--- src/include/fetch_defs.svh ---
`ifndef FETCH_DEFS_SVH
`define FETCH_DEFS_SVH

// Instruction and PC width in bits.
`define FETCH_XLEN 32

// One cache line carries four instructions.
`define FETCH_LINE_BITS 128
`define FETCH_IFQ_DEPTH 4
`define FETCH_ICACHE_LINES 8
`define FETCH_RESET_PC 32'h0000_0000

`endif

--- src/source/isa_pkg.sv ---
`default_nettype none

package isa_pkg;

   // Major opcode in the top six bits of every instruction.
   typedef enum logic [5:0] {
      op_nop     = 6'h00,
      op_alu     = 6'h01,
      op_load    = 6'h02,
      op_store   = 6'h03,
      op_jump    = 6'h04,
      op_illegal = 6'h3f
   } opcode_e;

   localparam int unsigned OPCODE_MSB = 31;
   localparam int unsigned OPCODE_LSB = 26;
   // A jump holds a signed word offset below the opcode.
   localparam int unsigned JUMP_OFFSET_BITS = 26;

endpackage

`default_nettype wire

--- src/source/fetch_pkg.sv ---
`default_nettype none

`include "fetch_defs.svh"

package fetch_pkg;

   typedef logic [`FETCH_XLEN-1:0] word_t;
   typedef logic [`FETCH_LINE_BITS-1:0] line_t;

   // Cache controller states.
   // st_lookup compares the tag of the accepted address.
   // st_refill waits for the memory line of a miss.
   // st_drop does the same for a request the queue has given up on.
   typedef enum logic [1:0] {
      st_idle,
      st_lookup,
      st_refill,
      st_drop
   } icache_state_e;

endpackage

`default_nettype wire

--- src/source/ifq.sv ---
`default_nettype none
`timescale 1ns/1ns

`include "fetch_defs.svh"

module ifq
   import fetch_pkg::*;
(
   input  logic  clk,
   input  logic  arst_n,
   // Cache side.
   output word_t icache_pcin,
   output logic  icache_ren,
   output logic  icache_abort,
   input  logic  icache_ready,
   input  line_t icache_dout,
   input  logic  icache_dout_valid,
   // Dispatch side.
   output word_t dispatch_pcout_plus4,
   output word_t dispatch_inst,
   output logic  dispatch_empty,
   input  logic  dispatch_ren,
   input  logic  dispatch_branch_valid,
   input  word_t dispatch_branch_addr
);

   localparam word_t RESET_PC = `FETCH_RESET_PC;

   line_t      store_q [`FETCH_IFQ_DEPTH];
   line_t      head_line;
   logic [4:0] wptr_q;
   logic [4:0] wptr_d;
   logic [4:0] rptr_q;
   logic [4:0] rptr_d;
   word_t      pcin_q;
   word_t      pcin_d;
   word_t      pcout_q;
   word_t      pcout_d;
   word_t      target_line;
   word_t      target_pc;
   logic       pending_q;
   logic       pending_d;
   logic       is_empty;
   logic       is_full;
   logic       accept;
   logic       do_read;
   logic       do_write;
   logic       do_bypass;

   // Pointers count words, so bits 4:2 name a line slot plus the wrap bit.
   assign is_empty = (wptr_q[4:2] == rptr_q[4:2]);
   assign is_full  = (wptr_q[4] != rptr_q[4]) && (wptr_q[3:2] == rptr_q[3:2]);

   assign target_line = {dispatch_branch_addr[`FETCH_XLEN-1:4], 4'h0};
   assign target_pc   = {dispatch_branch_addr[`FETCH_XLEN-1:2], 2'b00};

   // Only one cache read may be outstanding at a time.
   // A redirect empties the queue, so it may issue even when full.
   assign icache_ren   = !pending_q && (!is_full || dispatch_branch_valid);
   assign icache_pcin  = dispatch_branch_valid ? target_line : pcin_q;
   assign accept       = icache_ren && icache_ready;

   // A line that lands in the redirect cycle is simply dropped, so no abort
   // is needed for it.
   assign icache_abort = dispatch_branch_valid && pending_q && !icache_dout_valid;

   // An empty queue offers the arriving line straight to dispatch.
   assign do_bypass = is_empty && pending_q && icache_dout_valid;
   assign do_write  = pending_q && icache_dout_valid && !dispatch_branch_valid;
   assign do_read   = dispatch_ren && !dispatch_empty;

   assign dispatch_empty       = is_empty && !do_bypass;
   assign head_line            = do_bypass ? icache_dout : store_q[rptr_q[3:2]];
   assign dispatch_inst        = head_line[rptr_q[1:0]*`FETCH_XLEN +: `FETCH_XLEN];
   assign dispatch_pcout_plus4 = pcout_q + 32'd4;

   always_comb begin
      pending_d = pending_q;
      if (accept) begin
         pending_d = 1'b1;
      end else if (icache_dout_valid || icache_abort) begin
         pending_d = 1'b0;
      end

      // The redirect flushes both pointers.
      // The read pointer starts at the target word inside its line.
      if (dispatch_branch_valid) begin
         rptr_d  = {3'b000, dispatch_branch_addr[3:2]};
         wptr_d  = 5'd0;
         pcout_d = target_pc;
      end else begin
         rptr_d  = do_read ? rptr_q + 5'd1 : rptr_q;
         wptr_d  = do_write ? wptr_q + 5'd4 : wptr_q;
         pcout_d = do_read ? pcout_q + 32'd4 : pcout_q;
      end

      if (accept) begin
         pcin_d = icache_pcin + 32'd16;
      end else if (dispatch_branch_valid) begin
         pcin_d = target_line;
      end else begin
         pcin_d = pcin_q;
      end
   end

   always_ff @(posedge clk or negedge arst_n) begin
      if (!arst_n) begin
         pending_q <= 1'b0;
         wptr_q    <= 5'd0;
         rptr_q    <= {3'b000, RESET_PC[3:2]};
         pcin_q    <= {RESET_PC[`FETCH_XLEN-1:4], 4'h0};
         pcout_q   <= RESET_PC;
      end else begin
         pending_q <= pending_d;
         wptr_q    <= wptr_d;
         rptr_q    <= rptr_d;
         pcin_q    <= pcin_d;
         pcout_q   <= pcout_d;
      end
   end

   always_ff @(posedge clk) begin
      if (do_write) begin
         store_q[wptr_q[3:2]] <= icache_dout;
      end
   end

endmodule

`default_nettype wire

--- src/source/icache.sv ---
`default_nettype none
`timescale 1ns/1ns

`include "fetch_defs.svh"

module icache
   import fetch_pkg::*;
(
   input  logic  clk,
   input  logic  arst_n,
   // Queue side.
   input  logic  icache_ren,
   input  word_t icache_pcin,
   input  logic  icache_abort,
   output logic  icache_ready,
   output line_t icache_dout,
   output logic  icache_dout_valid,
   // Memory side.
   output logic  mem_req_valid,
   output word_t mem_req_addr,
   input  logic  mem_req_ready,
   input  logic  mem_resp_valid,
   input  line_t mem_resp_line
);

   localparam int unsigned OFF_BITS = $clog2(`FETCH_LINE_BITS / 8);
   localparam int unsigned IDX_BITS = $clog2(`FETCH_ICACHE_LINES);
   localparam int unsigned TAG_LSB  = OFF_BITS + IDX_BITS;
   localparam int unsigned TAG_BITS = $bits(word_t) - TAG_LSB;

   icache_state_e                  state_q;
   icache_state_e                  state_d;
   logic [$bits(word_t)-1:OFF_BITS] req_line_q;
   logic [IDX_BITS-1:0]            req_idx;
   logic [TAG_BITS-1:0]            req_tag;
   logic [`FETCH_ICACHE_LINES-1:0] valid_q;
   logic [TAG_BITS-1:0]            tag_q  [`FETCH_ICACHE_LINES];
   line_t                          data_q [`FETCH_ICACHE_LINES];
   logic                           hit;
   logic                           accept;
   logic                           refilling;
   logic                           fill;
   logic                           mem_sent_q;
   logic                           resp_q;

   assign req_idx   = req_line_q[TAG_LSB-1:OFF_BITS];
   assign req_tag   = req_line_q[$bits(word_t)-1:TAG_LSB];
   assign hit       = valid_q[req_idx] && (tag_q[req_idx] == req_tag);
   assign accept    = icache_ren && icache_ready;
   assign refilling = (state_q == st_refill) || (state_q == st_drop);
   assign fill      = refilling && mem_resp_valid;

   assign icache_ready = (state_q == st_idle);

   // The line is read from the array in both the hit and the refill case.
   // After a refill the addressed entry already holds the new line.
   assign icache_dout       = data_q[req_idx];
   assign icache_dout_valid = ((state_q == st_lookup) && hit) || resp_q;

   // The request is raised straight from the lookup on a miss and held
   // until memory takes it.
   assign mem_req_valid = ((state_q == st_lookup) && !hit) || (refilling && !mem_sent_q);
   assign mem_req_addr  = {req_line_q, {OFF_BITS{1'b0}}};

   always_comb begin
      state_d = state_q;
      case (state_q)
         st_idle: begin
            if (accept) state_d = st_lookup;
         end
         st_lookup: begin
            if (hit) begin
               state_d = st_idle;
            end else if (icache_abort) begin
               state_d = st_drop;
            end else begin
               state_d = st_refill;
            end
         end
         st_refill: begin
            if (fill) begin
               state_d = st_idle;
            end else if (icache_abort) begin
               state_d = st_drop;
            end
         end
         st_drop: begin
            if (fill) state_d = st_idle;
         end
         default: state_d = st_idle;
      endcase
   end

   always_ff @(posedge clk or negedge arst_n) begin
      if (!arst_n) begin
         state_q    <= st_idle;
         valid_q    <= '0;
         mem_sent_q <= 1'b0;
         resp_q     <= 1'b0;
      end else begin
         state_q <= state_d;
         // An abort in the same cycle as the response still fills the line.
         resp_q  <= fill && (state_q == st_refill) && !icache_abort;
         if (state_q == st_lookup) begin
            mem_sent_q <= mem_req_valid && mem_req_ready;
         end else if (mem_req_valid && mem_req_ready) begin
            mem_sent_q <= 1'b1;
         end
         if (fill) valid_q[req_idx] <= 1'b1;
      end
   end

   always_ff @(posedge clk) begin
      if (accept) begin
         req_line_q <= icache_pcin[$bits(word_t)-1:OFF_BITS];
      end
      if (fill) begin
         data_q[req_idx] <= mem_resp_line;
         tag_q[req_idx]  <= req_tag;
      end
   end

endmodule

`default_nettype wire

--- src/source/dispatch_decode.sv ---
`default_nettype none
`timescale 1ns/1ns

module dispatch_decode
   import isa_pkg::*, fetch_pkg::*;
(
   input  logic    clk,
   input  logic    arst_n,
   // Queue side.
   input  word_t   dispatch_inst,
   input  word_t   dispatch_pcout_plus4,
   input  logic    dispatch_empty,
   output logic    dispatch_ren,
   output logic    dispatch_branch_valid,
   output word_t   dispatch_branch_addr,
   // Decoded instruction output.
   output logic    out_valid,
   output word_t   out_inst,
   output opcode_e out_opcode,
   output word_t   out_pc_plus4,
   input  logic    out_ready
);

   localparam int unsigned EXT_BITS = $bits(word_t) - JUMP_OFFSET_BITS - 2;

   opcode_e dec_op;
   logic    take;
   word_t   jump_disp;

   always_comb begin
      case (opcode_e'(dispatch_inst[OPCODE_MSB:OPCODE_LSB]))
         op_alu, op_load, op_store, op_jump, op_nop: begin
            dec_op = opcode_e'(dispatch_inst[OPCODE_MSB:OPCODE_LSB]);
         end
         default: dec_op = op_illegal;
      endcase
   end

   // The output register takes a new instruction when it is free or
   // being drained this cycle.
   assign dispatch_ren = !out_valid || out_ready;
   assign take         = dispatch_ren && !dispatch_empty;

   // Jump target is PC plus 4 plus the sign-extended word offset.
   assign jump_disp = {{EXT_BITS{dispatch_inst[JUMP_OFFSET_BITS-1]}},
                       dispatch_inst[JUMP_OFFSET_BITS-1:0], 2'b00};
   assign dispatch_branch_addr  = dispatch_pcout_plus4 + jump_disp;
   assign dispatch_branch_valid = take && (dec_op == op_jump);

   always_ff @(posedge clk or negedge arst_n) begin
      if (!arst_n) begin
         out_valid <= 1'b0;
      end else if (take) begin
         out_valid <= 1'b1;
      end else if (out_ready) begin
         out_valid <= 1'b0;
      end
   end

   always_ff @(posedge clk) begin
      if (take) begin
         out_inst     <= dispatch_inst;
         out_opcode   <= dec_op;
         out_pc_plus4 <= dispatch_pcout_plus4;
      end
   end

endmodule

`default_nettype wire

--- src/source/fetch_top.sv ---
`default_nettype none
`timescale 1ns/1ns

module fetch_top
   import isa_pkg::*, fetch_pkg::*;
(
   input  logic    clk,
   input  logic    arst_n,
   // Instruction memory.
   output logic    mem_req_valid,
   output word_t   mem_req_addr,
   input  logic    mem_req_ready,
   input  logic    mem_resp_valid,
   input  line_t   mem_resp_line,
   // Decoded instruction stream.
   output logic    out_valid,
   output word_t   out_inst,
   output opcode_e out_opcode,
   output word_t   out_pc_plus4,
   input  logic    out_ready
);

   word_t icache_pcin;
   logic  icache_ren;
   logic  icache_abort;
   logic  icache_ready;
   line_t icache_dout;
   logic  icache_dout_valid;
   word_t dispatch_pcout_plus4;
   word_t dispatch_inst;
   logic  dispatch_empty;
   logic  dispatch_ren;
   logic  dispatch_branch_valid;
   word_t dispatch_branch_addr;

   ifq u_ifq (
      .clk                  (clk),
      .arst_n               (arst_n),
      .icache_pcin          (icache_pcin),
      .icache_ren           (icache_ren),
      .icache_abort         (icache_abort),
      .icache_ready         (icache_ready),
      .icache_dout          (icache_dout),
      .icache_dout_valid    (icache_dout_valid),
      .dispatch_pcout_plus4 (dispatch_pcout_plus4),
      .dispatch_inst        (dispatch_inst),
      .dispatch_empty       (dispatch_empty),
      .dispatch_ren         (dispatch_ren),
      .dispatch_branch_valid(dispatch_branch_valid),
      .dispatch_branch_addr (dispatch_branch_addr)
   );

   icache u_icache (
      .clk              (clk),
      .arst_n           (arst_n),
      .icache_ren       (icache_ren),
      .icache_pcin      (icache_pcin),
      .icache_abort     (icache_abort),
      .icache_ready     (icache_ready),
      .icache_dout      (icache_dout),
      .icache_dout_valid(icache_dout_valid),
      .mem_req_valid    (mem_req_valid),
      .mem_req_addr     (mem_req_addr),
      .mem_req_ready    (mem_req_ready),
      .mem_resp_valid   (mem_resp_valid),
      .mem_resp_line    (mem_resp_line)
   );

   dispatch_decode u_dispatch (
      .clk                  (clk),
      .arst_n               (arst_n),
      .dispatch_inst        (dispatch_inst),
      .dispatch_pcout_plus4 (dispatch_pcout_plus4),
      .dispatch_empty       (dispatch_empty),
      .dispatch_ren         (dispatch_ren),
      .dispatch_branch_valid(dispatch_branch_valid),
      .dispatch_branch_addr (dispatch_branch_addr),
      .out_valid            (out_valid),
      .out_inst             (out_inst),
      .out_opcode           (out_opcode),
      .out_pc_plus4         (out_pc_plus4),
      .out_ready            (out_ready)
   );

endmodule

`default_nettype wire

--- config.mk ---
export PLATFORM = sky130hd
export DESIGN_NAME = fetch_top
export DESIGN_NICKNAME = d
export VERILOG_FILES = /design/src/source/isa_pkg.sv /design/src/source/fetch_pkg.sv /design/src/source/ifq.sv /design/src/source/icache.sv /design/src/source/dispatch_decode.sv /design/src/source/fetch_top.sv
export VERILOG_INCLUDE_DIRS = /design/src /design/src/include
export SDC_FILE = /design/constraint.sdc
export NUM_CORES = 2
export LEC_CHECK = 0
export BUFFER_PORTS_ARGS = -buffer_cell sky130_fd_sc_hd__buf_2
export CAP_MARGIN = 20
export CORE_MARGIN = 3
export CORE_UTILIZATION = 34
export CTS_BUF_LIST = sky130_fd_sc_hd__clkbuf_16
export DETAILED_ROUTE_END_ITERATION = 10
export PLACE_DENSITY_LB_ADDON = 0.1
export SYNTH_ARGS = -nofsm -noshare
export SYNTH_HDL_FRONTEND = slang
export SYNTH_HIERARCHICAL = 1
export SYNTH_SLANG_ARGS = --single-unit
--- constraint.sdc ---
create_clock -name clk -period 12.6 [get_ports clk]
set_input_delay 2.52 -clock clk [delete_from_list [all_inputs] [get_ports clk]]
set_output_delay 2.52 -clock clk [all_outputs]
set_load 0.02 [all_outputs]
# [Yosys cells after proc, flatten, opt, wreduce, memory -nomap -nowiden]
# Memories as Yosys holds them, arrays and structs flattened. A register that Yosys moved wholly into a read port is not among the register bits.
# Index checks and enable logic that the tools add are counted.
[totals] mem_bits_rw=1736 memories=3 latch_bits=0 reg_bits=186 output_inout_bits=104 rom_bits=0 wordCells=120
[classes] eq_ne=15 bitwise_logic=1 div_mod_pow=0 magnitude_cmp=2 mul=0 shift=1 mux=33 n_reduce_logical=46 add_sub_neg=5
[memory_table] memory="u_icache.data_q" depth=8 width=128 rd=1 rd_clocked_by_memory_dff=1 wr=1 line="icache.sv:38" source="line_t data_q [`FETCH_ICACHE_LINES];"
[memory_table] memory="u_ifq.store_q" depth=4 width=128 rd=1 rd_clocked_by_memory_dff=0 wr=1 line="ifq.sv:29" source="line_t store_q [`FETCH_IFQ_DEPTH];"
[memory_table] memory="u_icache.tag_q" depth=8 width=25 rd=1 rd_clocked_by_memory_dff=1 wr=1 line="icache.sv:37" source="logic [TAG_BITS-1:0] tag_q [`FETCH_ICACHE_LINES];"
[op_table] cell="$mux 128" n=1
[op_table] cell="$mux 32" n=4
[op_table] cell="$shiftx 128x8->32" n=1
[op_table] cell="$add 32x3->32 const B" n=1
[op_table] cell="$add 32x32->32" n=1
[op_table] cell="$add 32x5->32 const B" n=1
[op_table] cell="$eq 25x25->1" n=1
[op_table] cell="$logic_and 1x1->1" n=21
[op_table] cell="$mux 5" n=4
[op_table] cell="$mux 1" n=13
[op_table] cell="$eq 6x2->1 const B" n=2
[op_table] cell="$eq 6x3->1 const B" n=2
[op_table] cell="$logic_not 1->1" n=10
[op_table] cell="$mux 2" n=5
[op_table] cell="$reduce_bool 2->1" n=5
[op_table] cell="$or 8x8->8" n=1
[op_table] cell="$pmux 2 s4" n=1
[op_table] cell="$eq 6x1->1 const B" n=1
[op_table] cell="$logic_not 6->1" n=1
[op_table] cell="$logic_or 1x1->1" n=6
[op_table] cell="$mux 3" n=2
[op_table] cell="$mux 6" n=1
[op_table] cell="$add 5x1->5 const B" n=1
[op_table] cell="$add 5x3->5 const B" n=1
[op_table] cell="other kinds (15)" n=16

# [Longest topological paths before layout]
[logic_depth] word_depth=18 ltp_mapped=32 ltp_nobuf=28

# [Cells and area by module]
# The synthesis kept the hierarchy.
[by_module_without_submodules] module="icache" area_each_um2=47708.3 cells_per_inst=1922 n_inst=1
[by_module_without_submodules] module="ifq" area_each_um2=24938.9 cells_per_inst=1415 n_inst=1
[by_module_without_submodules] module="dispatch_decode" area_each_um2=3912.5 cells_per_inst=316 n_inst=1

# [Least setup slack after synthesis]
# No wires, ideal clock.
[synth_timing] kind="input port to flip-flop" from="in mem_resp_valid" to="reg u_icache.valid_q[0]" path_slack_ns=-1.701 stages=4 setup_ns=0.131 required_ns=12.469 t_arrival_ns=14.169 path_cell_list="nand2_1 or2_2 nor3_1 or2_2"
[synth_between] elab_chain_cells=1
[synth_lines] item="start: declaration" line="fetch_top.sv:13" source="input logic mem_resp_valid,"
[synth_lines] item="$logic_and 1x1->1" line="icache.sv:51" source="assign fill = refilling && mem_resp_valid;"
[synth_lines] item="end signal: assignment" line="icache.sv:97" source="valid_q <= '0;"
[synth_lines] item="end signal: indexed assignment" line="icache.sv:109" source="if (fill) valid_q[req_idx] <= 1'b1;"
[synth_lines] item="end: declaration" line="icache.sv:36" source="logic [`FETCH_ICACHE_LINES-1:0] valid_q;"
# No other way between the ends.
# A chain may end at the register's enable or synchronous reset.

==> flow_metrics.py <==
metrics = {
    "floorplanning": {
        "row_count": 173,
        "core_area_mm2": 0.223,
        "die_y_um": 480,
        "die_area_mm2": 0.230,
        "die_x_um": 480,
        "io_pins": 237,
        "start_util_pct": 34.3,
    },
    "cts": {
        "cts_setup_buffers": 0,
        "cts_tree": "done",
        "clk_pin_slew_ns": 0.06,
        "cts_sinks": 1917,
        "ctsRootBufferMaster": "clkbuf_16",
        "cts_buffers": 209,
        "insertion_delay_ns": 0.85,
        "htreeDepth": 4,
        "hold_buffers": 0,
        "cts_buffer_depth": 3,
        "cts_resized": 0,
    },
    "hold_path": {
        "hold_start": "u_icache/valid_q[5]$_DFFE_PN0P_",
        "hp-class": "flip-flop to flip-flop",
    },
    "global_routing": {
        "grt_usage_pct": 17.2,
        "overflow": 0,
        "grt_max_degree": 129,
        "grt_pass1_wl_um": 286000,
        "antenna_found_initial": 47,
        "grt_pass1_vias": 37900,
    },
    "drt": {
        "wl_um": 199000,
        "vias_per_cell": 5.10,
        "wl_per_cell_um": 27.9,
        "num_vias": 36300,
        "first_iter_violations": 2772,
        "dr.pass1.iters": 5,
        "drc_errors": 0,
        "ant_nets": 0,
    },
    "timing": {
        "tightest_slew_ns": 1.18,
        "fin_tns_setup_ns": 0,
        "fin_crit_sh_pct": 72.8,
        "fmax_mhz": 109,
        "hold_viol": 0,
        "skew_ns": 0.0733,
        "final.min_clock_period_ns": 9.18,
        "fin_ws_ns": 3.42,
        "setup_viol": 0,
        "hold_ws_ns": 0.458,
        "relSlewSlack_pct": 20.5,
        "maxSlewViolCount": 0,
        "rsz0062_at_grt": "false",
    },
    "power_and_ir_drop": {
        "switching_share_pct": 34.6,
        "switchingPower_mw": 7.66,
        "internal_power_mw": 14.5,
        "seq_power_share_pct": 39.2,
        "p_total_mw": 22.1,
        "power_leakage_nw": 28.4,
        "ir_worst_vdd_mv": 0.168,
        "clkPwrFrac_pct": 26.8,
        "powerDensity_mw_per_mm2": 252,
        "combPwrFrac_pct": 34.0,
    },
    "worst_setup_path": {
        "crit_path_start_kind": "flip-flop",
        "worstSetupPathType": "flip-flop to flip-flop",
        "worstPathRequired_ns": 13.37,
        "cp_max_fo": 60,
        "cp_data_arrival_time_ns": 9.94,
        "crit_path_end_kind": "flip-flop",
    },
    "layout": {
        "final_cell_area_mm2": 0.0879,
        "final_core_util_pct": 39.5,
        "area_growth_pct": 15.1,
        "instances_no_fill": 7121,
        "fin_nets": 4133,
        "layout-drive-gt1-share_pct": 30.5,
    },
    "placed_design": {
        "dp_hpwl_um": 123000,
        "port_buffers": 232,
        "pre_cts_slack_ns": 3.36,
        "place_congestion": 0.848,
        "dp.cells": 6727,
        "placed_area_mm2": 0.0811,
    },
    "synth": {
        "syn-cell-area_mm2": 0.0764,
        "ys.warnings.count": 6,
        "syn_inst": 3639,
        "post_synth.cell_area_avg_um2": 21.0,
    },
    "run": {
        "cap_violations": 0,
    },
    "outcome": {
        "status": "complete, no violations",
    },
}
-- power groups by stage --
stage	sequential, mW	combinational (mW)	clock [mW]
3_5_place_dp	8.82	7.71	0
2_1_floorplan	8.70	4.96	0
6_report	8.67	7.53	5.94
5_1_grt	8.75	8.11	6.40
3_3_place_gp	8.82	7.75	0
4_1_cts	8.69	7.74	6.13
-- area by class of cell --
| cell class | instances | area [um^2] |
|---|---|---|
| Timing Repair Buffer | 302 | 1860 |
| Fill cell | 19900 | 135000 |
| Antenna cell | 13 | 32.5 |
| Inverter | 56 | 210 |
| Tap cell | 2975 | 3720 |
| Clock inverter | 172 | 1500 |
| Sequential cell | 1917 | 57200 |
| Multi-Input combinational cell | 1477 | 18200 |
| Clock buffer | 209 | 5230 |
-- final timing paths --
kind	endpoint	slack, ns	depth (start not counted)
max	u_ifq/pcin_q[22]$_DFF_PN0_	3.42	25
min	u_icache/valid_q[5]$_DFFE_PN0P_	0.46	1
max reg2reg	u_ifq/pcin_q[22]$_DFF_PN0_	3.42	25
min reg2reg	u_icache/valid_q[5]$_DFFE_PN0P_	0.46	1
max in group asynchronous	u_ifq/rptr_q[0]$_DFFE_PN0P_	9.81	2
min in group asynchronous	u_icache/valid_q[6]$_DFFE_PN0P_	1.64	1
-- cell usage in the layout (no fill, tap or decap), drive strengths merged, types with 67 or more instances in the layout --
cell and count:
nand2 95, buf 302, xor2 69, dfrtp 80, edfxtp 1834, mux4 461
mux2 166, inv 106, clkbuf 209, xnor2 75, nor2 67, clkinv 98
-- layer usage --
metal  GRT usage (%)  part of all wire, %  up-vias
li1                -                    -    15700
met1            24.1                   45    19500
met2            28.1                   49      808
met3            3.14                  4.4      282
met4            3.37                  1.6       18
met5               0                0.054        -
-- worst max-delay path, stage by stage (launching register included) --
cell,delay (ns)
dfxtp_4,0.68
buf_4,0.56
mux4_2,0.56
mux2i_1,0.18
xor2_1,0.29
nand4_1,0.20
nor4_2,0.32
nand4_2,0.23
o21bai_1,0.66
and2_1,0.31
nand4_1,0.13
buf_4,0.34
nand2b_1,0.26
buf_4,0.47
a211oi_1,0.12
nor2_1,0.60
nand2_1,0.14
nor4_2,0.16
buf_4,0.53
buf_4,0.56
inv_1,0.41
a41oi_1,0.25
buf_4,0.22
nand3_1,0.31
a211oi_2,0.28
xor2_1,0.17
-- flip-flops by register name, summed over array words and instances (netlist names), named ones only --
name / count
u_icache/req_line_q: 28
u_ifq/rptr_q: 5
u_ifq/wptr_q: 3
u_dispatch/out_pc_plus4: 32
u_icache/data_q: 1024
u_ifq/store_q: 512
u_ifq/pcin_q: 28
u_icache/state_q: 2
u_dispatch/out_valid: 1
u_dispatch/out_opcode: 6
u_icache/resp_q: 1
u_ifq/pcout_q: 30
u_icache/tag_q: 200
u_icache/valid_q: 8
u_icache/mem_sent_q: 1
u_ifq/pending_q: 1
u_dispatch/out_inst: 32
No activity file was read; power rests on OpenSTA's default activity.
